--- src/source/speaker_macros.svh ---
`ifndef SPEAKER_MACROS_SVH
`define SPEAKER_MACROS_SVH

// Clock cycles each keypad row stays driven low
`define SCAN_TICKS 16

// Clock cycles per half DAC bit clock
`define BCK_DIV 2

// Square wave amplitude
`define VOLUME 16'h3FFF

// Right shift on the note divisors to keep simulation runs short
`define NOTE_SCALE 6

`endif

--- src/source/audio_pkg.sv ---
`default_nettype none

package audio_pkg;

	// Left sample sits in the upper half so it goes out first
	typedef struct packed {
		logic signed [15:0] left;
		logic signed [15:0] right;
	} sample_t;

	// Serializer phases
	typedef enum logic [1:0] {
		DAC_IDLE,
		DAC_LEFT,
		DAC_RIGHT
	} dac_state_t;

endpackage

`default_nettype wire

--- src/source/tone_pkg.sv ---
`default_nettype none

package tone_pkg;

	// Keypad code is row * 4 + column
	typedef logic [3:0] key_t;

	// One octave of notes plus silence
	typedef enum logic [3:0] {
		NOTE_C,
		NOTE_CS,
		NOTE_D,
		NOTE_DS,
		NOTE_E,
		NOTE_F,
		NOTE_FS,
		NOTE_G,
		NOTE_GS,
		NOTE_A,
		NOTE_AS,
		NOTE_B,
		NOTE_REST
	} note_t;

	// Half-period divisors in clock cycles where zero is silence
	typedef struct packed {
		logic [19:0] left;
		logic [19:0] right;
	} note_div_t;

endpackage

`default_nettype wire

--- src/source/buzzer_control.sv ---
`timescale 1ns/100ps
`default_nettype none

`include "speaker_macros.svh"

module buzzer_control (
	input logic clk,
	input logic rst_n,
	input logic [19:0] note_div,
	output logic signed [15:0] audio_tone
);

	localparam logic signed [15:0] VOL = `VOLUME;

	logic [19:0] div_q;
	logic [19:0] cnt;
	logic polarity;

	////////////////////////////////////////////////
	// Half-period counter
	////////////////////////////////////////////////
	always_ff @(posedge clk or negedge rst_n) begin
		if (!rst_n) begin
			div_q <= 20'd0;
			cnt <= 20'd0;
			polarity <= 1'b0;
		end else if (note_div != div_q) begin
			// New note restarts the wave from its positive half
			div_q <= note_div;
			cnt <= 20'd0;
			polarity <= 1'b0;
		end else if (div_q == 20'd0) begin
			cnt <= 20'd0;
			polarity <= 1'b0;
		end else if (cnt == div_q - 20'd1) begin
			cnt <= 20'd0;
			polarity <= ~polarity;
		end else begin
			cnt <= cnt + 20'd1;
		end
	end

	// Silent while no divisor is loaded
	always_comb begin
		if (div_q == 20'd0)
			audio_tone = 16'sd0;
		else if (polarity)
			audio_tone = -VOL;
		else
			audio_tone = VOL;
	end

endmodule

`default_nettype wire

--- src/source/keypad_scan.sv ---
`timescale 1ns/100ps
`default_nettype none

`include "speaker_macros.svh"

module keypad_scan import tone_pkg::*; (
	input logic clk,
	input logic rst_n,
	input logic [3:0] col_in,
	output logic [3:0] row_scn,
	output key_t key,
	output logic pressed
);

	logic [7:0] tick_cnt;
	logic [1:0] row_idx;
	logic row_end;
	logic col_hit;
	logic [1:0] col_idx;
	logic scan_hit;
	key_t scan_key;
	key_t row_key;

	assign row_end = (tick_cnt == 8'(`SCAN_TICKS - 1));

	// Lowest active-low column wins
	always_comb begin
		col_idx = 2'd0;
		for (int c = 3; c >= 0; c--) begin
			if (!col_in[c])
				col_idx = 2'(c);
		end
	end

	assign col_hit = (col_in != 4'hF);
	assign row_key = {row_idx, col_idx};

	////////////////////////////////////////////////
	// Row rotation and per-scan key capture
	////////////////////////////////////////////////
	always_ff @(posedge clk or negedge rst_n) begin
		if (!rst_n) begin
			tick_cnt <= 8'd0;
			row_idx <= 2'd0;
			row_scn <= 4'b1110;
			scan_hit <= 1'b0;
			scan_key <= 4'd0;
			key <= 4'd0;
			pressed <= 1'b0;
		end else if (row_end) begin
			tick_cnt <= 8'd0;
			row_idx <= row_idx + 2'd1;
			row_scn <= {row_scn[2:0], row_scn[3]};
			if (row_idx == 2'd3) begin
				// Publish what this scan found after the last row
				pressed <= scan_hit | col_hit;
				if (scan_hit)
					key <= scan_key;
				else if (col_hit)
					key <= row_key;
				scan_hit <= 1'b0;
			end else if (!scan_hit && col_hit) begin
				scan_hit <= 1'b1;
				scan_key <= row_key;
			end
		end else begin
			tick_cnt <= tick_cnt + 8'd1;
		end
	end

	// One row low and it is the row being decoded
	assert property (@(posedge clk) disable iff (!rst_n)
		$onehot(~row_scn) && !row_scn[row_idx]);

endmodule

`default_nettype wire

--- src/source/speaker.sv ---
`timescale 1ns/100ps
`default_nettype none

`include "speaker_macros.svh"

module speaker import tone_pkg::*, audio_pkg::*; (
	input logic clk,
	input logic rst_n,
	input logic chorus,
	input logic [3:0] col_in,
	output logic [3:0] row_scn,
	output logic audio_appsel,
	output logic audio_sysclk,
	output logic audio_bck,
	output logic audio_ws,
	output logic audio_data
);

	key_t key;
	logic pressed;
	note_div_t note_div;
	sample_t audio_sample;

	keypad_scan pad_scn (
		.clk(clk),
		.rst_n(rst_n),
		.col_in(col_in),
		.row_scn(row_scn),
		.key(key),
		.pressed(pressed)
	);

	tone_setting tone_set (
		.clk(clk),
		.rst_n(rst_n),
		.key(key),
		.pressed(pressed),
		.chorus(chorus),
		.note_div(note_div)
	);

	// One generator per channel
	buzzer_control buz_ctl_left (
		.clk(clk),
		.rst_n(rst_n),
		.note_div(note_div.left),
		.audio_tone(audio_sample.left)
	);

	buzzer_control buz_ctl_right (
		.clk(clk),
		.rst_n(rst_n),
		.note_div(note_div.right),
		.audio_tone(audio_sample.right)
	);

	speaker_control spk_ctl (
		.clk(clk),
		.rst_n(rst_n),
		.audio_in(audio_sample),
		.audio_appsel(audio_appsel),
		.audio_sysclk(audio_sysclk),
		.audio_bck(audio_bck),
		.audio_ws(audio_ws),
		.audio_data(audio_data)
	);

endmodule

`default_nettype wire

--- src/source/speaker_control.sv ---
`timescale 1ns/100ps
`default_nettype none

`include "speaker_macros.svh"

module speaker_control import audio_pkg::*; (
	input logic clk,
	input logic rst_n,
	input sample_t audio_in,
	output logic audio_appsel,
	output logic audio_sysclk,
	output logic audio_bck,
	output logic audio_ws,
	output logic audio_data
);

	// Bit and frame lengths must be powers of two
	localparam int BIT_CYCLES = 2 * `BCK_DIV;
	localparam int FRAME_CYCLES = 32 * BIT_CYCLES;
	localparam int CNT_W = $clog2(FRAME_CYCLES);
	localparam int PH_W = $clog2(BIT_CYCLES);

	logic [CNT_W-1:0] cnt;
	logic [PH_W-1:0] bit_phase;
	logic [4:0] bit_num;
	logic bit_end;
	logic frame_end;
	dac_state_t state;
	logic [31:0] shreg;

	assign bit_phase = cnt[PH_W-1:0];
	assign bit_num = cnt[CNT_W-1:PH_W];
	assign bit_end = (bit_phase == PH_W'(BIT_CYCLES - 1));
	assign frame_end = (cnt == CNT_W'(FRAME_CYCLES - 1));

	////////////////////////////////////////////////
	// DAC clocks from the frame counter
	////////////////////////////////////////////////
	assign audio_appsel = 1'b1;
	assign audio_sysclk = cnt[0];
	assign audio_bck = (bit_phase >= PH_W'(`BCK_DIV));
	assign audio_ws = bit_num[4];

	always_ff @(posedge clk or negedge rst_n) begin
		if (!rst_n)
			cnt <= '0;
		else
			cnt <= cnt + 1'b1;
	end

	// Serializer state goes left half then right half
	always_ff @(posedge clk or negedge rst_n) begin
		if (!rst_n)
			state <= DAC_IDLE;
		else if (frame_end)
			state <= DAC_LEFT;
		else if (state == DAC_LEFT && bit_end && bit_num == 5'd15)
			state <= DAC_RIGHT;
	end

	// Load at the end of a frame so bit 0 is ready on the first falling edge
	always_ff @(posedge clk or negedge rst_n) begin
		if (!rst_n)
			shreg <= '0;
		else if (frame_end)
			shreg <= audio_in;
		else if (bit_end)
			shreg <= {shreg[30:0], 1'b0};
	end

	assign audio_data = (state == DAC_IDLE) ? 1'b0 : shreg[31];

	// Word select moves only with the falling bit clock
	assert property (@(posedge clk) disable iff (!rst_n)
		$changed(audio_ws) |-> $fell(audio_bck));

endmodule

`default_nettype wire

--- src/source/tone_setting.sv ---
`timescale 1ns/100ps
`default_nettype none

`include "speaker_macros.svh"

module tone_setting import tone_pkg::*; (
	input logic clk,
	input logic rst_n,
	input key_t key,
	input logic pressed,
	input logic chorus,
	output note_div_t note_div
);

	note_t note_left;
	note_t note_right;

	// Fourth octave half periods at 100 MHz before scaling
	function automatic logic [19:0] half_period(input note_t note);
		logic [19:0] full;
		case (note)
			NOTE_C: full = 20'd191110;
			NOTE_CS: full = 20'd180388;
			NOTE_D: full = 20'd170265;
			NOTE_DS: full = 20'd160705;
			NOTE_E: full = 20'd151685;
			NOTE_F: full = 20'd143172;
			NOTE_FS: full = 20'd135139;
			NOTE_G: full = 20'd127551;
			NOTE_GS: full = 20'd120395;
			NOTE_A: full = 20'd113636;
			NOTE_AS: full = 20'd107260;
			NOTE_B: full = 20'd101239;
			default: full = 20'd0;
		endcase
		return full >> `NOTE_SCALE;
	endfunction

	// Top row of the pad and no press are silent
	always_comb begin
		if (pressed && key < 4'd12)
			note_left = note_t'(key);
		else
			note_left = NOTE_REST;
	end

	// Chorus voice a major third up and folded back into the octave
	always_comb begin
		logic [3:0] step;
		step = 4'(note_left) + 4'd4;
		if (step >= 4'd12)
			step = step - 4'd12;
		if (chorus && note_left != NOTE_REST)
			note_right = note_t'(step);
		else
			note_right = note_left;
	end

	always_ff @(posedge clk or negedge rst_n) begin
		if (!rst_n) begin
			note_div <= '0;
		end else begin
			note_div.left <= half_period(note_left);
			note_div.right <= half_period(note_right);
		end
	end

	// A rest silences both voices on the next cycle
	assert property (@(posedge clk) disable iff (!rst_n)
		(!pressed || key >= 4'd12) |=> (note_div == '0));

endmodule

`default_nettype wire

--- config.mk ---
export PLATFORM = sky130hd
export DESIGN_NAME = speaker
export DESIGN_NICKNAME = d
export VERILOG_FILES = /design/src/source/audio_pkg.sv /design/src/source/tone_pkg.sv /design/src/source/buzzer_control.sv /design/src/source/keypad_scan.sv /design/src/source/speaker.sv /design/src/source/speaker_control.sv /design/src/source/tone_setting.sv
export VERILOG_INCLUDE_DIRS = /design/src /design/src/source
export SDC_FILE = /design/constraint.sdc
export NUM_CORES = 1
export LEC_CHECK = 0
export ABC_AREA = 1
export BUFFER_PORTS_ARGS = -buffer_cell sky130_fd_sc_hd__buf_2
export CAP_MARGIN = 0
export CORE_ASPECT_RATIO = 1.5
export CORE_UTILIZATION = 30
export DETAILED_ROUTE_END_ITERATION = 10
export GPL_TIMING_DRIVEN = 0
export PLACE_DENSITY_LB_ADDON = 0.25
export SLEW_MARGIN = 20
export SYNTH_ARGS = -nofsm -noshare
export SYNTH_HDL_FRONTEND = slang
export SYNTH_SLANG_ARGS = --single-unit
--- constraint.sdc ---
create_clock -name clk -period 2.9 [get_ports clk]
set_input_delay 0.145 -clock clk [delete_from_list [all_inputs] [get_ports clk]]
set_output_delay 0.145 -clock clk [all_outputs]
set_load 0.05 [all_outputs]
==> After elaboration in Yosys (flattened, before gate mapping) <==
Memories as Yosys holds them, arrays and structs flattened. A register that Yosys moved wholly into a read port is not among the register bits.
Cells that the tools add are included.
{ "op_classes": {"addsub": 9, "n_lt_le_gt_ge": 3, "eq_ne": 12, "n_mux": 33, "n_bitwise": 4, "reduce_logical": 21} }
{ "ops": {"columns": ["operator", "n"], "rows": [
  ["$mux W20", 6],
  ["$mux W16", 4],
  ["$mux W32", 2],
  ["$add A20 B1 Y20 const B", 2],
  ["$eq A20 B20 Y1", 2],
  ["$logic_not A20 Y1", 2],
  ["$sub A14 B1 Y15 const B", 2],
  ["$ne A14 B14 Y1", 2],
  ["$mux W4", 5],
  ["$mux W2", 6],
  ["$mux W1", 9],
  ["$add A8 B1 Y8 const B", 1],
  ["$eq A8 B4 Y1 const B", 1],
  ["$mux W8", 1],
  ["$ne A4 B4 Y1 const B", 2],
  ["$reduce_bool A2 Y1", 4],
  ["$add A7 B1 Y7 const B", 1],
  ["$eq A7 B7 Y1 const B", 1],
  ["$reduce_and A3 Y1", 2],
  ["$reduce_bool A3 Y1", 2],
  ["$eq A5 B4 Y1 const B", 1],
  ["$logic_and A1 B1 Y1", 5],
  ["$add A4 B3 Y4 const B", 1],
  ["$eq A2 B2 Y1 const B", 2],
  ["11 further kinds", 16]
]} }
{ "word_totals": {"ff_bits": 163, "mem_bits_ro": 576, "word_cells": 102, "memories": 2} }
{ "memory_table": {"columns": ["memory", "words", "width", "rd", "rd_ports_with_merged_regs", "wr", "line", "source"], "rows": [
  ["(no name shown)", 16, 18, 1, 1, 0, "tone_setting.sv:21", "case (note)"],
  ["(no name shown)", 16, 18, 1, 1, 0, "tone_setting.sv:21", null]
]} }

==> Depth between registers and ports, before layout <==
Gate-level depths: netlist of the first run.
{ "logic_depth": {"word_depth": 7, "mapped_depth": 16, "mapped_depth_nobuf": 15} }

==> Modules after synthesis <==
Synthesis of the first run repeated with hierarchy kept, for this count alone.
{ "hier_totals": {"cells_unflattened": 1369, "hier_area_um2": 10467.5} }
{ "modules_own_cells": {"columns": ["mod", "n_inst", "cells_each", "area_per_inst_um2", "seq_area_each_um2"], "rows": [
  ["buzzer_control", 2, 388, 2871.5, 1026.0],
  ["speaker_control", 1, 311, 2247.2, 1026.0],
  ["tone_setting", 1, 164, 1340.0, 600.6],
  ["keypad_scan", 1, 118, 1137.3, 604.3]
]} }

==> Least setup slack after synthesis of the first run <==
OpenSTA, ideal clock, no wires.
{ "synth_timing": {"path_type": "register to register", "start": "reg pad_scn.key[3]", "end": "reg tone_set.note_div[6] (netlist name)", "setup_ns": 0.118, "arrival_ns": 1.978, "required_ns": 2.782, "slack_ns": 0.804, "stages_incl_launch_ff": 14, "path_buffers": 1, "synth_period_minus_slack_ns": 2.096, "cell_sequence": "dfrtp_1 nand2_2 nand2_4 nor2_1 inv_1 ha_1 a21boi_0 nand2_1 o21ai_2 inv_1 buf_6 nand2_1 a21oi_1 a21o_1"} }
{ "synth_between": {"elab_chain_len": 7} }
{ "synth_rtl": {"columns": ["item", "line", "source"], "rows": [
  ["from (decl)", "keypad_scan.sv:11", "output key_t key,"],
  ["from (signal assigned)", "keypad_scan.sv:58", "key <= scan_key;"],
  ["from (signal assigned)", "keypad_scan.sv:60", "key <= row_key;"],
  ["$lt A4 B4 Y1", "tone_setting.sv:41", "if (pressed && key < 4'd12)"],
  ["$logic_and A1 B1 Y1", "tone_setting.sv:41", null],
  ["$mux W4 (*)", "tone_setting.sv:41", null],
  ["$add A4 B3 Y4", "tone_setting.sv:50", "step = 4'(note_left) + 4'd4;"],
  ["$sub A4 B4 Y4 or $ge A4 B4 Y1 (tied branches)", "tone_setting.sv:52, tone_setting.sv:51", null],
  ["$mux W4", "tone_setting.sv:51", "if (step >= 4'd12)"],
  ["$mux W4 (*)", "tone_setting.sv:53", "if (chorus && note_left != NOTE_REST)"]
]} }
Every way passes the cells marked *; elsewhere a longest branch is shown, timed or not.
A chain may end at the register's enable or synchronous reset.

==> Worst setup path after layout of the first run <==
{ "layout_timing": {"start": "reg pad_scn.key[2]", "end": "reg tone_set.note_div[0] (netlist name)"} }
{ "layout_between": {"elab_chain_len": 7} }
{ "layout_rtl": {"columns": ["item", "line"], "rows": [
  ["$lt A4 B4 Y1", "tone_setting.sv:41"],
  ["$logic_and A1 B1 Y1", "tone_setting.sv:41"],
  ["$mux W4 (*)", "tone_setting.sv:41"],
  ["$add A4 B3 Y4", "tone_setting.sv:50"],
  ["$sub A4 B4 Y4 or $ge A4 B4 Y1 (tied branches)", "tone_setting.sv:52, tone_setting.sv:51"],
  ["$mux W4", "tone_setting.sv:51"],
  ["$mux W4 (*)", "tone_setting.sv:53"]
]} }
Marks and branches as above.

==> results of run 1 <==
-- worst max-delay path, cell delays in order (launching register included) --
cell and delay (ns):
dfrtp_1 0.45, nand2_2 0.11, nand2_4 0.09, nor2_1 0.26, inv_1 0.19, ha_1 0.28
a21boi_0 0.24, nand2_1 0.09, o21ai_2 0.12, inv_1 0.10, or2_2 0.30, nor2_1 0.12
a21oi_1 0.07
-- routing by layer --
metal / share of wire (%) / up-vias
met3: 1.7 / 32
li1: - / 3141
met4: 2.5 / 0
met2: 52 / 54
met5: 0 / -
met1: 44 / 2886
-- final cells by class --
class	instances	area [um2]	share of cell area [%]
multi-input combinational	674	3567	38.91
inverter	101	379.1	4.135
tap	333	416.7	4.545
sequential	155	3882	42.35
buffer	43	190.2	2.075
timing repair buffer	17	145.1	1.583
clock buffer	18	439.2	4.790
clock inverter	14	147.6	1.610
-- flip-flops by register name (all words and copies together), names as in the netlist --
name and flops:
tone_set.note_div 24, pad_scn.scan_hit 1, spk_ctl.state 2, buz_ctl_right.div_q 12, pad_scn.tick_cnt 8, pad_scn.row_idx 2, buz_ctl_left.polarity 1, pad_scn.key 4
buz_ctl_left.cnt 20, buz_ctl_right.polarity 1, spk_ctl.shreg 32, pad_scn.pressed 1, pad_scn.scan_key 4, pad_scn.row_scn 4, buz_ctl_left.div_q 12, buz_ctl_right.cnt 20
spk_ctl.cnt 7
-- power groups by stage --
stage / combinational (W) / sequential, W / clock (W)
after global placement: 0.000170 / 0.00224 / 0
after detailed placement: 0.000181 / 0.00224 / 0
after CTS: 0.000183 / 0.00220 / 0.00229
final: 0.000177 / 0.00220 / 0.00222
after floorplan: 0.000100 / 0.00224 / 0
after global routing: 0.000206 / 0.00221 / 0.00237
-- cells by family after synthesis --
| kind of cell | Yosys count |
|---|---|
| buffers and inverters | 144 |
| multiplexers | 7 |
| adder cells (fa/ha/maj) | 14 |
| XOR/XNOR | 72 |
| flip-flops | 155 |
| AND/OR/NAND/NOR | 487 |
| AO/OA/AOI/OAI | 93 |
| other | 1 |
-- cells in the mapped netlist, drive strengths merged (3+ instances only) --
cell type | n | area share, %
inv | 101 | 4.7
ha | 14 | 2.2
mux2 | 4 | 0.56
nor3 | 15 | 1.2
xnor2 | 28 | 3.1
clkbuf | 37 | 1.7
nand3 | 46 | 2.9
dfstp | 3 | 0.98
dfrtp | 152 | 47
nor2 | 157 | 8.0
mux2i | 3 | 0.37
nand4 | 18 | 1.4
or2 | 5 | 0.39
xor2 | 42 | 4.6
buf | 6 | 0.64
a31oi | 35 | 2.7
a21o | 3 | 0.28
a21oi | 8 | 0.50
o21ai | 38 | 2.5
nand3b | 5 | 0.47
nand2 | 238 | 12
-- how the worst max path moves through the flow --
stage | startpoint | end | slack (ns)
6_report | pad_scn.key[2] | tone_set.note_div[0] | 0.35
2_1_floorplan | pad_scn.key[3] | tone_set.note_div[6] | 0.80
3_5_place_dp | pad_scn.key[3] | tone_set.note_div[0] | 0.37
5_1_grt | pad_scn.key[2] | tone_set.note_div[2] | 0.18
3_3_place_gp | rst_n | buz_ctl_right.cnt[15] | -0.84
4_1_cts | pad_scn.key[2] | tone_set.note_div[0] | 0.35
-- stage by stage --
| step | setup TNS, ns | worst slack (ns) | hold WS (ns) | cell area (um2) |
|---|---|---|---|---|
| 6_report | 0 | 0.3454 | 0.06824 | 9168 |
| 4_1_cts | 0 | 0.3523 | 0.05262 | 9168 |
| 3_3_place_gp | -124.80 | -0.8437 | 0.4485 | 8506 |
| 3_5_place_dp | 0 | 0.3743 | 0.2069 | 8571 |
| 2_1_floorplan | 0 | 0.8039 | -0.1506 | 8019 |
| 5_1_grt | 0 | 0.1847 | 0.08721 | 9168 |
-- timing repair --
action,4_1_cts,5_1_grt
endpoints found under the hold margin,91,0
hold buffers,1,0
setup endpoints to repair,0,0
==> summary.md, run 1 <==
| Metric | Value |
|---|---|
| Root buf cell | clkbuf_16 |
| Power density cells | 502.1 mW/mm2 |
| Worst Hold Endpoint | pad_scn.scan_key[1] |
| Slack of the worst reg-to-reg path | approximately 0.35 ns |
| Sequential share of power | 47.9% |
| Tot Pwr | 0.004603 W |
| Grt total ovfl | 0 |
| CP startpoint kind | flop |
| Max Root-Sink Buffers | 2 |
| Starting Density | 30.80% |
| Post-synthesis mux area share | less than 1% |
| Status | finished clean |
| Hold path startpoint | col_in[0] |
| CTS resizes | 0 |
| Peak supply drop | approximately 0.43 mV |
| First-pass GRT wire length | 29040 um |
| Largest family of logic cells by synthesized area | simple AND/OR/NAND/NOR gates |
| Met3 GRT Util | 2.333% |
| Internal | 0.003484 W |
| Post-synthesis xor/xnor area fraction | 8.223% |
| CP required | about 3.2 ns |
| ANT cells | 0 |
| Pleak | 4.377 nW |
| Synthesized Nets | 994 |
| Psw | about 0.0011 W |
| Number of synthesized flops with an enable pin | 0 |
| Top FF cell, synth | dfrtp_1 |
| Skew-Pair Late Insertion Delay | 0.43 ns |
| Achievable Freq | 391.5 MHz |
| Synth warn | 0 |
| Avg WL per Cell | 11.94 um |
| Count of state elements after synthesis | approximately 160 |
| GR Layer Usage met2 | 23.52% |
| Post-route minimum period | 2.555 ns |
| RSZ-0062 raised after global routing | false |
| Layout cell share with drive strength beyond 1 | 9.393% |
| Vias in the first global route | 6222 |
| Port-buffer cells | 14 |
| Gate Count Post-Synth | 973 |
| CTS tree | done |
| Sw Ratio | 24.31% |
| Via count | 6113 |
| DIE HEIGHT | just over 200 um |
| # rows | 72 |
| Critical Path End Type | flop |
| Synth Cell Area | between 0.008 and 0.009 mm2 |
| Commonest cells after routing, fill and taps aside | 230 x nand2_1, 152 x dfrtp_1, 144 x nor2_1 |
| Final non-filler cell total | roughly 1.4k |
| P&R area growth vs syn | 14.32% |
| Setup Skew | 0.01121 ns |
| Most common cell after layout, fill and taps aside | nand2_1 |
| Clock share of power | 48.3% |
| Seq/Total Area, Yosys | 48.42% |
| Most Crowded Layer GR | met2 |
| DRC viols | 0 |
| Critical path class | flop to flop |
| # Post-CTS Setup Buffers | 0 |
| Worst R2R Path Depth | 12 |
| Critical Path Fanout Max | 7 |
| Critical path arrival | 2.86 ns |
| # setup viols final | 0 |
| Sink Count | 155 |
| Netlist cell types | 46 |
| Routed Antenna Nets | 0 |
| Combinational Power Share | under 10% |
| Share of synthesized flip-flops with an asynchronous set or reset | 100.0% |
| 1st-iter DRT viols | 240 |
| Synth Area in Adders | under 10% |
| Final #Nets | roughly 1k |
| Syn Area/Cell | 8.241 um2 |
| CTS Buf Count | 17 |
| Max-capacitance violation count | 0 |
| Placeable core area | between 0.02 and 0.03 mm2 |
| Crit share post-route | 88.09% |
| FF-to-FF Start | pad_scn.key[2] |
| Simple-gate share of the synthesized area | between 20% and 30% |
| Final Max Tran Viols | 0 |
| Post-DR vias/cell | 4.511 |
| Global-route usage over all layers | 13.30% |
| H-tree depth | 4 |
| Routability cong. | slightly above 0.8 |
| Die area | 0.02740 mm2 |
| Initial antenna violation count | 0 |
| Final core occ | 35.21% |
| CTS clk-pin slew, worst paths | 0.07 ns |
| Worst reg2reg path endpoint | tone_set.note_div[0] |
| Final Routed Wirelength | 16180 um |
| Largest net degree at the start of global routing | 96 |
| Hold Path Cell Cnt | 3 |
| Type of the most critical hold path | primary input to flop |
| Post-DP HPWL | ~12000 um |
| Synth Area in Compound Gates | 6.803% |
| Die Width | between 100 and 150 um |
| Drt first pass iters | 4 |
| # fillers | 2697 |
| Placed cells | 1322 |
| IO Count | 16 |
| Final Hold Fails | 0 |
| Met1 Usage GRT | between 10% and 20% |
(Power assumes the default switching activity.)
==> run 2, diff against run 1 <==
--- a/config.mk
+++ b/config.mk
@@ -10,7 +10,7 @@
 export BUFFER_PORTS_ARGS = -buffer_cell sky130_fd_sc_hd__buf_2
 export CAP_MARGIN = 0
 export CORE_ASPECT_RATIO = 1.5
-export CORE_UTILIZATION = 30
+export CORE_UTILIZATION = 40
 export DETAILED_ROUTE_END_ITERATION = 10
 export GPL_TIMING_DRIVEN = 0
 export PLACE_DENSITY_LB_ADDON = 0.25
==> run 2 against run 1 <==
  * Worst setup slack lost 0.016 ns
  * Register-to-register slack worse by 0.02 ns
  * First-iteration DRC count increased by 10%
  * Routed wire length is 3.9% lower
  * Non-clock buffer count down 1
  * Sequential power about the same
  * Die area is 25% lower
  * Total power up 3.0%
  * Combinational power shrank 3%
  * Utilization increased by 11 points
  * Critical path depth up 1
  * Largest cell class unchanged
==> summary.md, run 2 (same netlist as run 1, synthesis figures left out) <==
| Metric | Value |
|---|---|
| Status | finished clean |
| Achievable Freq | 389.0 MHz |
| Placeable core area | about 0.020 mm2 |
| RSZ-0062 raised after global routing | false |
| Max Root-Sink Buffers | 2 |
| Avg WL per Cell | 12.15 um |
| Final non-filler cell total | approximately 1.3k |
| Final Max Tran Viols | 0 |
| Final #Nets | 1029 |
| Pre-CTS setup slack | 0.3801 ns |
| CTS resizes | 0 |
| Registers with the most flip-flops | spk_ctl.shreg x32, tone_set.note_div x24 |
| CTS tree | done |
| Final Routed Wirelength | 15560 um |
| Skew-Pair Late Insertion Delay | 0.43 ns |
| Number of buffers and inverters on the critical path | 3 |
| DRC viols | 0 |
| Sink Count | 155 |
| Grt total ovfl | 0 |
| Actual slew at the worst max-slew pin | around 0.5 ns |
| Critical path class | flop to flop |
| H-tree depth | 4 |
| Pleak | between 4 and 5 nW |
| Peak supply drop | about 0.38 mV |
| Cts hold-fix bufs | 1 |
| Initial antenna violation count | 0 |
| Vias in the first global route | 6192 |
| Post-route minimum period | roughly 2.6 ns |
| Delay-heaviest family, CP | compound AO/OA/AOI/OAI gates |
| Slowest stage cell on the critical path | dfrtp_1 |
| FF-to-FF Start | pad_scn.key[2] |
| Worst Hold Endpoint | pad_scn.scan_key[1] |
| Post-DP HPWL | 11150 um |
| Power density cells | 521.4 mW/mm2 |
| Fin area | 0.009089 mm2 |
| Most common cell after layout, fill and taps aside | nand2_1 |
| Via count | 6113 |
| Tot Pwr | 0.004739 W |
| DIE HEIGHT | 175.4 um |
| Max reg flops | 32 |
| # fillers | 1955 |
| Slack of the worst reg-to-reg path | ~0.33 ns |
| Routed Antenna Nets | 0 |
| First-pass GRT wire length | 28480 um |
| Crit share post-route | 88.65% |
| P&R area growth vs syn | 13.34% |
| Post-DR vias/cell | 4.772 |
| Root buf cell | clkbuf_16 |
| Commonest cells after routing, fill and taps aside | 230 x nand2_1, 152 x dfrtp_1, 144 x nor2_1 |
| Critical Path Fanout Max | 10 |
| Hold path startpoint | col_in[0] |
| Global-route usage over all layers | 17.05% |
| Final Hold Fails | 0 |
| 1st-iter DRT viols | 265 |
| ANT cells | 0 |
| Placed cells | approximately 1.2k |
| CP startpoint kind | flop |
| Placed instance area | roughly 0.0085 mm2 |
| Port-buffer cells | 14 |
| Crit-path cells | nand2_2 -> nand2_4 -> nor2_1 -> inv_1 -> ha_1 -> a21boi_0 -> nand2_1 -> o21ai_2 -> inv_1 -> buf_6 -> nand2_1 -> o21ai_1 -> o21ai_0 |
| CTS Buf Count | 17 |
| IO Count | 16 |
| Worst R2R Path Depth | 13 |
| Final core occ | 46.12% |
| Critical Path End Type | flop |
| CP required | 3.23 ns |
| Register with the most flip-flops | spk_ctl.shreg |
| Largest net degree at the start of global routing | between 90 and 100 |
| Relative slew slack | 66.50% |
| # setup viols final | 0 |
| Setup Skew | around 0.0063 ns |
| Critical Path Source | pad_scn.key[2] |
| Max-capacitance violation count | 0 |
| Type of the most critical hold path | primary input to flop |
| Worst reg2reg path endpoint | tone_set.note_div[5] |
| # rows | 63 |
| Die Width | 117.6 um |
| Layout cell share with drive strength beyond 1 | 9.305% |
| Die area | about 0.021 mm2 |
| CTS clk-pin slew, worst paths | ~0.060 ns |
| Critical path arrival | 2.90 ns |
| Drt first pass iters | 4 |
| Starting Density | 40.69% |
| # Post-CTS Setup Buffers | 0 |
| Hold Path Cell Cnt | 3 |
| Slowest stage delay, CP | 0.46 ns |
| Routability cong. | about 0.85 |
| Final WS setup | 0.3293 ns |
[run 2: power breakdown]
part / switching (W) / internal [W]
logic: 0.000112 / 0.0000585
clock network: 0.000934 / 0.00143
registers: 0.0000216 / 0.00218
[run 2: metal layers]
layer / share of wire, % / wire length [um] / up-vias / GRT usage, %
met1: 44 / 6817 / 2868 / 19.79
li1: - / - / 3144 / -
met2: 51 / 7979 / 65 / 29.68
met4: 2.9 / 451 / 0 / 8.600
met3: 2.0 / 310 / 36 / 3.506
met5: 0 / 0 / - / 0
[run 2: area by class of cell]
| type | instances | area [um2] | share of cell area (%) |
|---|---|---|---|
| sequential | 155 | 3882 | 42.72 |
| multi-input combinational | 674 | 3567 | 39.25 |
| clock buffer | 20 | 466.7 | 5.135 |
| inverter | 101 | 379.1 | 4.171 |
| tap | 260 | 325.3 | 3.579 |
| buffer | 43 | 190.2 | 2.093 |
| clock inverter | 12 | 160.2 | 1.762 |
| timing repair buffer | 16 | 117.6 | 1.294 |
[run 2: worst max path at each step]
stage	to	depth (start not counted)	slack, ns
final	tone_set.note_div[5]	13	0.33
after global routing	tone_set.note_div[5]	13	0.1
after CTS	tone_set.note_div[5]	13	0.37
after detailed placement	tone_set.note_div[5]	13	0.38
after global placement	buz_ctl_left.cnt[1]	1	-0.69
after floorplan	tone_set.note_div[6]	13	0.80
[run 2: stage by stage]
| step | TNS [ns] | hold WS [ns] |
|---|---|---|
| 2_1_floorplan | 0 | -0.1506 |
| 3_3_place_gp | -101.06 | 0.4510 |
| 3_5_place_dp | 0 | 0.1138 |
| 4_1_cts | 0 | 0.02809 |
| 5_1_grt | 0 | 0.05480 |
| 6_report | 0 | 0.04595 |
[run 2: tightest hold or removal path: stages]
cell and delay (ns):
buf_2 0.11, nand3_1 0.09, o21ai_0 0.08
==> run 3, diff against run 2 <==
--- a/config.mk
+++ b/config.mk
@@ -9,7 +9,7 @@
 export ABC_AREA = 1
 export BUFFER_PORTS_ARGS = -buffer_cell sky130_fd_sc_hd__buf_2
 export CAP_MARGIN = 0
-export CORE_ASPECT_RATIO = 1.5
+export CORE_ASPECT_RATIO = 0.6
 export CORE_UTILIZATION = 40
 export DETAILED_ROUTE_END_ITERATION = 10
 export GPL_TIMING_DRIVEN = 0
==> run 3 against run 2 <==
  * Global-route usage is 0.30 points higher
  * Routed wire length is 4.6% higher
  * Count of clock-buffer cells in the layout is 3 lower
  * Critical endpoint is now tone_set.note_div[0]
  * Largest cell class unchanged
==> summary.md, run 3 (same netlist as run 1, synthesis figures left out) <==
| Metric | Value |
|---|---|
| Max-capacitance violation count | 0 |
| Max reg flops | 32 |
| RSZ-0062 raised after global routing | false |
| 1st-iter DRT viols | 486 |
| Global-route usage over all layers | between 15 and 20% |
| CP endpoint | tone_set.note_div[0] |
| DRC viols | 0 |
| Initial antenna violation count | 0 |
| Crit-path cells | nand2_2 -> nand2_4 -> nor2_1 -> inv_1 -> ha_1 -> a21boi_0 -> nand2_1 -> o21ai_2 -> inv_1 -> or2_2 -> nor2_1 -> a21oi_1 |
| DIE HEIGHT | 111.7 um |
| # fillers | 1899 |
| Grt total ovfl | 0 |
| Most common cell after layout, fill and taps aside | nand2_1 |
| Pleak | about 4.4 nW |
| Starting Density | 41.50% |
| Crit share post-route | 88.28% |
| Delay-heaviest family, CP | simple AND/OR/NAND/NOR gates |
| IO Count | 16 |
| Registers with the most flip-flops | spk_ctl.shreg x32, tone_set.note_div x24 |
| Type of the most critical hold path | primary input to flop |
| CTS resizes | 0 |
| Number of buffers and inverters on the critical path | 2 |
| Die area | 0.02064 mm2 |
| Placeable core area | 0.01932 mm2 |
| Critical path arrival | between 2 and 3 ns |
| Routability cong. | 0.8713 |
| Setup Skew | a little under 0.007 ns |
| Critical Path Fanout Max | 7 |
| Status | finished clean |
| Max Root-Sink Buffers | 2 |
| Commonest cells after routing, fill and taps aside | 230 x nand2_1, 152 x dfrtp_1, 144 x nor2_1 |
| # Post-CTS Setup Buffers | 0 |
| Final non-filler cell total | 1287 |
| Skew-Pair Late Insertion Delay | 0.42 ns |
| Critical path class | flop to flop |
| Drt first pass iters | 5 |
| Register with the most flip-flops | spk_ctl.shreg |
| # setup viols final | 0 |
| Placed cells | 1254 |
| CTS Buf Count | 17 |
| Final #Nets | just over 1k |
| Critical Path Source | pad_scn.key[3] |
| Worst R2R Path Depth | 12 |
| Peak supply drop | 0.4783 mV |
| CP startpoint kind | flop |
| Port-buffer cells | 14 |
| Critical Path End Type | flop |
| Actual slew at the worst max-slew pin | around 0.6 ns |
| Relative slew slack | approximately three fifths |
| Largest net degree at the start of global routing | 80 |
| Final Max Tran Viols | 0 |
| CTS clk-pin slew, worst paths | approximately 0.06 ns |
| Post-route minimum period | 2.560 ns |
| Layout cell share with drive strength beyond 1 | 9.305% |
| Post-DR vias/cell | 4.775 |
| Slowest stage delay, CP | 0.47 ns |
| Via count | 6145 |
| First-pass GRT wire length | between 20000 and 30000 um |
| Sink Count | approximately 160 |
| Routed Antenna Nets | 0 |
| Final Hold Fails | 0 |
| H-tree depth | 4 |
| Hold path startpoint | col_in[0] |
| Slowest stage cell on the critical path | dfrtp_1 |
| CTS tree | done |
| Vias in the first global route | 5631 |
| Root buf cell | clkbuf_16 |
| Final Routed Wirelength | 16270 um |
| FF-to-FF Start | pad_scn.key[3] |
| Die Width | 184.8 um |
| CP required | around 3.2 ns |
| Post-DP HPWL | 11930 um |
| # rows | 39 |
| ANT cells | 0 |
| Cts hold-fix bufs | 1 |
| Worst reg2reg path endpoint | tone_set.note_div[0] |
| Slack of the worst reg-to-reg path | roughly 0.34 ns |
| Power density cells | 517.8 mW/mm2 |
| Avg WL per Cell | ~13 um |
| WP depth | 12 |
| P&R area growth vs syn | 13.28% |
| Worst Hold Slack | 0.04000 ns |
| Achievable Freq | between 300 and 400 MHz |
-- run 3: cell count changes in the layout (fill, tap and decap cells not counted) --
cell	before	now
clkbuf_8	3	0
clkinv_4	1	4
clkinvlp_4	4	2
inv_6	3	5
-- run 3: worst reg2reg max path, stage by stage (launching register included) --
cell and delay, ns:
dfrtp_1 0.47, nand2_2 0.11, nand2_4 0.09, nor2_1 0.23, inv_1 0.17, ha_1 0.28, a21boi_0 0.24, nand2_1 0.10
o21ai_2 0.12, inv_1 0.10, or2_2 0.31, nor2_1 0.14, a21oi_1 0.08
-- run 3: how the worst min path moves through the flow --
| stage | endpoint | slack, ns | cells after the start |
|---|---|---|---|
| detailed placement | buz_ctl_left.cnt[4] | 0.16 | 1 |
| global placement | pad_scn.tick_cnt[0] | 0.45 | 1 |
| finish | pad_scn.scan_key[1] | 0.04 | 3 |
| global route | pad_scn.scan_key[1] | 0.05 | 3 |
| floorplan | buz_ctl_left.cnt[0] | -0.15 | 0 |
| CTS | pad_scn.scan_key[1] | 0.02 | 3 |
-- run 3: power by group --
group	total [W]	switching, W	internal [W]
Combinational	0.000179	0.000120	0.0000588
Sequential	0.00220	0.0000211	0.00218
Clock	0.00232	0.000950	0.00137
-- run 3: routing by layer --
metal / part of all wire, % / vias up / routed length, um / track usage (%)
li1: - / 3158 / - / -
met1: 58 / 2867 / 9517 / 28.97
met2: 36 / 104 / 5859 / 21.13
met3: 4.4 / 16 / 721 / 4.154
met4: 1.1 / 0 / 174 / 4.959
met5: 0 / - / 0 / 0
-- run 3: area by class of cell --
type | instances | area [um2] | share of cell area (%)
clock inverters | 15 | 188.9 | 2.080
multi-input cells | 674 | 3567 | 39.27
flip-flops and latches | 155 | 3882 | 42.74
plain buffers | 43 | 190.2 | 2.094
repair buffers | 16 | 117.6 | 1.295
inverters | 101 | 379.1 | 4.174
well taps | 266 | 332.8 | 3.664
clock buffers | 17 | 425.4 | 4.683
-- run 3: through the flow --
step                      area (um2)  worst slack, ns  utilization (%)  TNS, ns  power [W]
after floorplan                 8019           0.8039                -        0   0.002339
after global placement          8422          -0.7213            43.58  -108.12   0.002417
after detailed placement        8459           0.3911            43.78        0   0.002423
after CTS                       9084           0.3623            47.01        0   0.004771
after global routing            9084          0.06743            47.01        0   0.004886
final                           9084           0.3400            47.01        0   0.004703
